## src/design/ciCfg.svh

```systemverilog
`ifndef CI_CFG_SVH
`define CI_CFG_SVH

`default_nettype none

// custom instruction numbers
`define CI_ID_SWAP 8'd1
`define CI_ID_DELAY 8'd6
`define CI_ID_GRAY 8'd9

// reset release after 2**(bits-1) cycles of lock
`define RESET_COUNT_BITS 5

// 100 ns system clock
`define CYCLES_PER_MICROSECOND 10

`default_nettype wire

`endif

```

## src/design/ciPkg.sv

```systemverilog
`default_nettype none

package ciPkg;

  // instruction number as issued by the processor
  typedef logic [7:0] ciId_t;

  typedef struct packed {
    logic [4:0] red;
    logic [5:0] green;
    logic [4:0] blue;
  } rgb565_t;

  typedef struct packed {
    rgb565_t upper;
    rgb565_t lower;
  } pixelPair_t;

  // one operand word, seen as bytes or as two pixels
  typedef union packed {
    logic [3:0][7:0] bytes;
    pixelPair_t pixels;
  } ciWord_t;

endpackage

`default_nettype wire

```

## src/design/resetSequencer.sv

```systemverilog
`timescale 1ns/1ps
`include "ciCfg.svh"
`default_nettype none

module resetSequencer (
  input logic s_systemClock,
  input logic s_pllLocked,
  output logic resetDone,
  output logic unitReset
);

  localparam int unsigned TOP_BIT = `RESET_COUNT_BITS - 1;

  logic [`RESET_COUNT_BITS-1:0] resetCount;

  // saturates once the top bit is set
  always_ff @(posedge s_systemClock or negedge s_pllLocked) begin
    if (!s_pllLocked) begin
      resetCount <= '0;
    end else if (!resetCount[TOP_BIT]) begin
      resetCount <= resetCount + 1'b1;
    end
  end

  assign resetDone = resetCount[TOP_BIT];
  assign unitReset = ~resetDone;

  // only a lock loss may take the units back into reset
  assert property (@(posedge s_systemClock) disable iff (!s_pllLocked)
    resetDone |=> resetDone)
  else $error("resetDone fell while the PLL stayed locked");

endmodule

`default_nettype wire

```

## src/design/ciDispatch.sv

```systemverilog
`timescale 1ns/1ps
`include "ciCfg.svh"
`default_nettype none

module ciDispatch
  import ciPkg::*;
(
  input logic s_systemClock,
  input logic s_pllLocked,
  input logic resetDone,
  input logic ciStart,
  input ciId_t ciN,
  output logic swapStart,
  output logic grayStart,
  output logic delayStart,
  input logic swapDone,
  input logic grayDone,
  input logic delayDone,
  input ciWord_t swapResult,
  input ciWord_t grayResult,
  input ciWord_t delayResult,
  output logic ciDone,
  output ciWord_t ciResult
);

  logic acceptedStart;
  logic unknownDone;
  logic delayPending;

  // starts during reset are dropped without an answer
  assign acceptedStart = ciStart & resetDone;

  always_comb begin
    swapStart = 1'b0;
    grayStart = 1'b0;
    delayStart = 1'b0;
    unknownDone = 1'b0;
    if (acceptedStart) begin
      case (ciN)
        `CI_ID_SWAP: swapStart = 1'b1;
        `CI_ID_GRAY: grayStart = 1'b1;
        `CI_ID_DELAY: delayStart = 1'b1;
        // no unit behind this number, answer at once with zero
        default: unknownDone = 1'b1;
      endcase
    end
  end

  // units drive zero when idle, so OR merging is safe
  assign ciDone = swapDone | grayDone | delayDone | unknownDone;
  assign ciResult = swapResult | grayResult | delayResult;

  // delay in flight
  always_ff @(posedge s_systemClock or negedge s_pllLocked) begin
    if (!s_pllLocked) begin
      delayPending <= 1'b0;
    end else if (delayStart) begin
      delayPending <= 1'b1;
    end else if (delayDone) begin
      delayPending <= 1'b0;
    end
  end

  // one instruction at a time means one answer at a time
  assert property (@(posedge s_systemClock) disable iff (!s_pllLocked)
    $onehot0({swapDone, grayDone, delayDone, unknownDone}))
  else $error("more than one custom instruction done in the same cycle");

  // the processor blocks until the delay unit has answered
  assert property (@(posedge s_systemClock) disable iff (!s_pllLocked)
    delayPending |-> !ciStart)
  else $error("new custom instruction started while a delay is outstanding");

endmodule

`default_nettype wire

```

## src/design/byteSwapIse.sv

```systemverilog
`timescale 1ns/1ps
`default_nettype none

module byteSwapIse
  import ciPkg::*;
(
  input logic start,
  input ciWord_t operandA,
  input ciWord_t operandB,
  output logic done,
  output ciWord_t result
);

  logic halfSwap;

  assign halfSwap = operandB.bytes[0][0];

  always_comb begin
    result = '0;
    if (start) begin
      if (halfSwap) begin
        // swap within each 16-bit half
        result.bytes = {operandA.bytes[2], operandA.bytes[3],
                        operandA.bytes[0], operandA.bytes[1]};
      end else begin
        // full endian reversal
        result.bytes = {operandA.bytes[0], operandA.bytes[1],
                        operandA.bytes[2], operandA.bytes[3]};
      end
    end
  end

  assign done = start;

endmodule

`default_nettype wire

```

## src/design/grayscaleIse.sv

```systemverilog
`timescale 1ns/1ps
`default_nettype none

module grayscaleIse
  import ciPkg::*;
(
  input logic start,
  input ciWord_t operandA,
  output logic done,
  output ciWord_t result
);

  rgb565_t pixel;
  logic [15:0] redWide;
  logic [15:0] greenWide;
  logic [15:0] blueWide;
  logic [15:0] luminance;

  // only the lower pixel is converted
  assign pixel = operandA.pixels.lower;

  // widen each channel to 8 bits
  assign redWide = {8'd0, pixel.red, 3'd0};
  assign greenWide = {8'd0, pixel.green, 2'd0};
  assign blueWide = {8'd0, pixel.blue, 3'd0};

  // weights sum to 256, max sum fits in 16 bits
  assign luminance = 16'd54 * redWide + 16'd183 * greenWide + 16'd19 * blueWide;

  always_comb begin
    result = '0;
    if (start) begin
      result.bytes[0] = luminance[15:8];
    end
  end

  assign done = start;

endmodule

`default_nettype wire

```

## src/design/microDelayIse.sv

```systemverilog
`timescale 1ns/1ps
`include "ciCfg.svh"
`default_nettype none

module microDelayIse
  import ciPkg::*;
(
  input logic s_systemClock,
  input logic unitReset,
  input logic start,
  input ciWord_t operandA,
  output logic done,
  output ciWord_t result
);

  // room for a full 32-bit operand times the cycle factor
  localparam int unsigned COUNT_BITS = 40;

  logic busy;
  logic [COUNT_BITS-1:0] remaining;

  // done in cycle N after start, cycle 1 for a zero count
  assign done = busy && (remaining <= COUNT_BITS'(1));

  always_ff @(posedge s_systemClock or posedge unitReset) begin
    if (unitReset) begin
      busy <= 1'b0;
    end else if (start) begin
      busy <= 1'b1;
    end else if (done) begin
      busy <= 1'b0;
    end
  end

  // operand is latched here, it is gone after the start cycle
  always_ff @(posedge s_systemClock) begin
    if (start) begin
      remaining <= {8'd0, operandA} * COUNT_BITS'(`CYCLES_PER_MICROSECOND);
    end else if (busy) begin
      remaining <= remaining - COUNT_BITS'(1);
    end
  end

  assign result = '0;

  // every done needs its own start, so never two in a row
  assert property (@(posedge s_systemClock) disable iff (unitReset)
    done |=> !done)
  else $error("delay unit gave done without a new start");

endmodule

`default_nettype wire

```

## src/design/ciSubsystemTop.sv

```systemverilog
`timescale 1ns/1ps
`default_nettype none

module ciSubsystemTop
  import ciPkg::*;
(
  input logic s_systemClock,
  input logic s_pllLocked,
  input logic ciStart,
  input ciId_t ciN,
  input ciWord_t ciDataA,
  input ciWord_t ciDataB,
  output logic ciDone,
  output ciWord_t ciResult,
  output logic resetDone
);

  logic unitReset;
  logic swapStart;
  logic grayStart;
  logic delayStart;
  logic swapDone;
  logic grayDone;
  logic delayDone;
  ciWord_t swapResult;
  ciWord_t grayResult;
  ciWord_t delayResult;

  resetSequencer sequencer (
    .s_systemClock(s_systemClock),
    .s_pllLocked(s_pllLocked),
    .resetDone(resetDone),
    .unitReset(unitReset)
  );

  ciDispatch dispatch (
    .s_systemClock(s_systemClock),
    .s_pllLocked(s_pllLocked),
    .resetDone(resetDone),
    .ciStart(ciStart),
    .ciN(ciN),
    .swapStart(swapStart),
    .grayStart(grayStart),
    .delayStart(delayStart),
    .swapDone(swapDone),
    .grayDone(grayDone),
    .delayDone(delayDone),
    .swapResult(swapResult),
    .grayResult(grayResult),
    .delayResult(delayResult),
    .ciDone(ciDone),
    .ciResult(ciResult)
  );

  byteSwapIse swapUnit (
    .start(swapStart),
    .operandA(ciDataA),
    .operandB(ciDataB),
    .done(swapDone),
    .result(swapResult)
  );

  grayscaleIse grayUnit (
    .start(grayStart),
    .operandA(ciDataA),
    .done(grayDone),
    .result(grayResult)
  );

  // only stateful unit, held in reset until the sequencer releases
  microDelayIse delayUnit (
    .s_systemClock(s_systemClock),
    .unitReset(unitReset),
    .start(delayStart),
    .operandA(ciDataA),
    .done(delayDone),
    .result(delayResult)
  );

endmodule

`default_nettype wire

```

## config.mk

```make
export PLATFORM = sky130hd
export DESIGN_NAME = ciSubsystemTop
export DESIGN_NICKNAME = d
export VERILOG_FILES = /design/src/design/ciPkg.sv /design/src/design/resetSequencer.sv /design/src/design/ciDispatch.sv /design/src/design/byteSwapIse.sv /design/src/design/grayscaleIse.sv /design/src/design/microDelayIse.sv /design/src/design/ciSubsystemTop.sv
export VERILOG_INCLUDE_DIRS = /design/src /design/src/design
export SDC_FILE = /design/constraint.sdc
export NUM_CORES = 1
export LEC_CHECK = 0
export ABC_CLOCK_PERIOD_IN_PS = 23100
export BUFFER_PORTS_ARGS = -buffer_cell sky130_fd_sc_hd__buf_2
export CORE_MARGIN = 1.5
export CORE_UTILIZATION = 40
export CTS_CLUSTER_DIAMETER = 60
export DETAILED_ROUTE_END_ITERATION = 8
export PLACE_DENSITY = 0.7
export SETUP_SLACK_MARGIN = 0.02
export SYNTH_ARGS = -nofsm -noshare
export SYNTH_HDL_FRONTEND = slang
export SYNTH_SLANG_ARGS = --single-unit
```

## constraint.sdc

```tcl
create_clock -name s_systemClock -period 23.1 [get_ports s_systemClock]
set_clock_uncertainty 0.1 [all_clocks]
set_input_delay 4.62 -clock s_systemClock [delete_from_list [all_inputs] [get_ports s_systemClock]]
set_output_delay 4.62 -clock s_systemClock [all_outputs]
set_load 0.02 [all_outputs]
```

==> impl_metrics.yaml <==
clock_tree:
  cts_resized: 0
  cts.sinks: 46
  cts_hold_buf: 0
  htreeDepth: 2
  clock_latency_ns: 0.29
  cts_buffers: 5
  post_cts_buffers: 0
  cts_tree: "built"
  clkTransAtPathRegs_ns: 0.06
  ctsRootBufferMaster: "clkbuf_16"
  clock_path_buffers: 2
placement:
  portBuffers: 77
  hpwl_microns: 16000
  gp_congestion: 0.879
global_route:
  grt_max_degree: 38
  gr-max-usage-layer: "met2"
  met3_usage: 0.0287
  grtUsageMet2: 0.336
  grt_pass1_vias: 6614
  antenna_found_initial: 0
  grt.total_usage: 0.202
  grt_pass1_wl_microns: 32400
  overflow: 0
  grt_util_met1: 0.275
critical_path:
  crit_path_max_fanout: 7
  arrival_ns: 9.88
  worst_setup_path_start_kind: "input pin"
  critical_path_class: "in -> out"
  critical_path_required_ns: 18.38
  endpoint_kind: "output pin"
detailed_routing:
  ant_nets: 0
  vias_per_cell: 5.68
  dr.pass1.iters: 5
  wl_per_cell_microns: 16.6
  dr_total_vias: 6710
  post-route-drc-count: 0
  drt_iter0_markers: 416
  routed_wl_microns: 19500
yosys:
  synth_top_family_by_area: "adder cells"
  syn-num-nets: 1127
  yosysSeqAreaShare: 0.170
  yosysWarningCount: 0
  synthSimpleGateAreaFrac: 0.176
  synthArstFlopShare: 0.130
  synth.distinct_cells: 70
  synth_mux_area_frac: 0.0368
  ys_seq_elements: 46
  synthAdderAreaFrac: 0.287
  synth-xor-area-share: 0.0916
  netlist_area_sq_mm: 0.00765
  synth-main-ff-cell: "edfxtp_1"
  synth_compound_area_frac: 0.187
  syn_inst: 892
  syn_area_per_cell_sq_um: 8.57
  synth_edf_count: 35
die:
  die-area_sq_mm: 0.0200
  fp.dieW_microns: 141
  core_area_sq_mm: 0.0187
  rows: 50
  io_pins: 109
  die_y_microns: 141
  start_util: 0.409
timing:
  maxClockFrequency_mhz: 68.5
  slew_headroom: 0.411
  drv_slew: 0
  rsz0062_at_grt: "no"
  tightest_slew_ns: 0.884
  min_period_ns: 14.60
  whs_ns: 0.0171
  hold_viol_final: 0
  period_share: 0.632
  tns_ns: 0
  finalSetupViolCount: 0
min_path:
  hp-class: "reg -> async"
layout:
  antenna_cells: 0
  fin_nets: 1181
  final_common_cell: "ha_1"
  syn_to_final_growth_pct: 9.36
  final_cell_mix: "134 x ha_1, 78 x nor2_1, 77 x buf_2, 69 x inv_1, 51 x a21oi_1"
  drive_gt1_frac: 0.115
pwr:
  p_leak_nw: 3.82
  powerDensity_mw_per_mm2: 72.9
  ir_worst_vdd_uv: 263
run_status:
  status: "completed"
job:
  drv_cap: 0
-- report_power, final --
part	switching (mW)	leakage [nW]	total (mW)	internal (mW)
Sequential	0.00841	0.415	0.110	0.101
Clock	0.0306	0.0672	0.0702	0.0395
Combinational	0.247	3.34	0.430	0.184
Total	0.286	3.82	0.610	0.324
-- metal layers --
metal  wire [microns]  share of wire  vias to the layer above
met5                0              0                        -
met4              363          0.019                        0
met3              931          0.048                       25
met2             8850           0.45                      155
met1             9400           0.48                     3156
li1                 -              -                     3374
-- cell families (layout without fill, tap and decap cells) --
| family | Yosys count | count (layout) |
|---|---|---|
| adder cells (fa/ha/maj) | 160 | 160 |
| multiplexers | 28 | 28 |
| AO/OA/AOI/OAI | 216 | 216 |
| XOR/XNOR | 80 | 80 |
| buffers and inverters | 102 | 157 |
| flip-flops | 46 | 46 |
| AND/OR/NAND/NOR | 260 | 260 |
-- area by class of cell --
type | instances | area, sq um
Tap cell | 234 | 293
Clock buffer | 5 | 125
Inverter | 69 | 259
Sequential cell | 46 | 1300
Clock inverter | 3 | 16.3
Multi-Input combinational cell | 744 | 5960
Fill cell | 1803 | 10300
Timing Repair Buffer | 80 | 408
-- worst paths after layout --
path	from	end	slack (ns)	cells after the start
min reg2reg	sequencer.resetCount[4]	delayUnit.busy	0.02	0
max reg2reg	delayUnit.remaining[18]	delayUnit.remaining[32]	20.09	7
min in group s_systemClock	sequencer.resetCount[3]	sequencer.resetCount[3]	0.38	1
max in group asynchronous	s_pllLocked	sequencer.resetCount[3]	18.73	1
max	ciDataA[8]	ciResult[6]	8.50	19
min	sequencer.resetCount[4]	delayUnit.busy	0.02	0
-- critical path, stage by stage --
cell	delay [ns]
buf_2	0.18
fa_1	0.54
inv_1	0.05
fa_1	0.48
fa_1	0.51
inv_1	0.04
ha_1	0.32
a21oi_1	0.22
nor2b_1	0.08
o21a_1	0.18
o41ai_1	0.51
xnor2_1	0.20
fa_1	0.44
ha_1	0.36
a21oi_1	0.19
o221ai_1	0.18
xnor2_1	0.20
a211oi_1	0.32
buf_2	0.23
-- Yosys cell counts, drive strengths merged (6+ instances only) --
cell | instances | area share
a211o | 6 | 0.0069
a211oi | 13 | 0.013
a21o | 26 | 0.026
a21oi | 51 | 0.033
and3 | 6 | 0.0049
clkbuf | 30 | 0.015
dfrtp | 6 | 0.020
edfxtp | 35 | 0.14
fa | 26 | 0.068
ha | 134 | 0.22
inv | 69 | 0.034
mux2i | 27 | 0.035
nand2 | 49 | 0.024
nand2b | 6 | 0.0049
nand3 | 22 | 0.014
nand4 | 15 | 0.012
nor2 | 79 | 0.039
nor2b | 10 | 0.0082
nor3 | 21 | 0.014
nor4 | 15 | 0.016
o211ai | 7 | 0.0069
o21a | 13 | 0.013
o21ai | 34 | 0.022
o21bai | 6 | 0.0059
o22ai | 19 | 0.016
o31ai | 9 | 0.0088
or2 | 10 | 0.0085
or3 | 9 | 0.0074
xnor2 | 47 | 0.054
xor2 | 33 | 0.038
-- stage by stage --
stage / total power, mW / setup WS, ns / std cells / utilization / instance area (sq um)
after floorplan: 0.436 / 9.00 / 892 / - / 7650
after global placement: 0.535 / 8.56 / 1173 / 0.439 / 8220
after detailed placement: 0.541 / 8.50 / 1173 / 0.439 / 8220
after CTS: 0.614 / 8.48 / 1181 / 0.447 / 8360
after global routing: 0.674 / 8.25 / 1181 / 0.447 / 8360
final: 0.610 / 8.50 / 1181 / 0.447 / 8360
-- sequential cells by signal (all words and copies together) (netlist names) --
| signal | flops |
|---|---|
| delayUnit.busy | 1 |
| sequencer.resetCount | 5 |
| delayUnit.remaining | 40 |
Power figures use the tool's default switching activity.
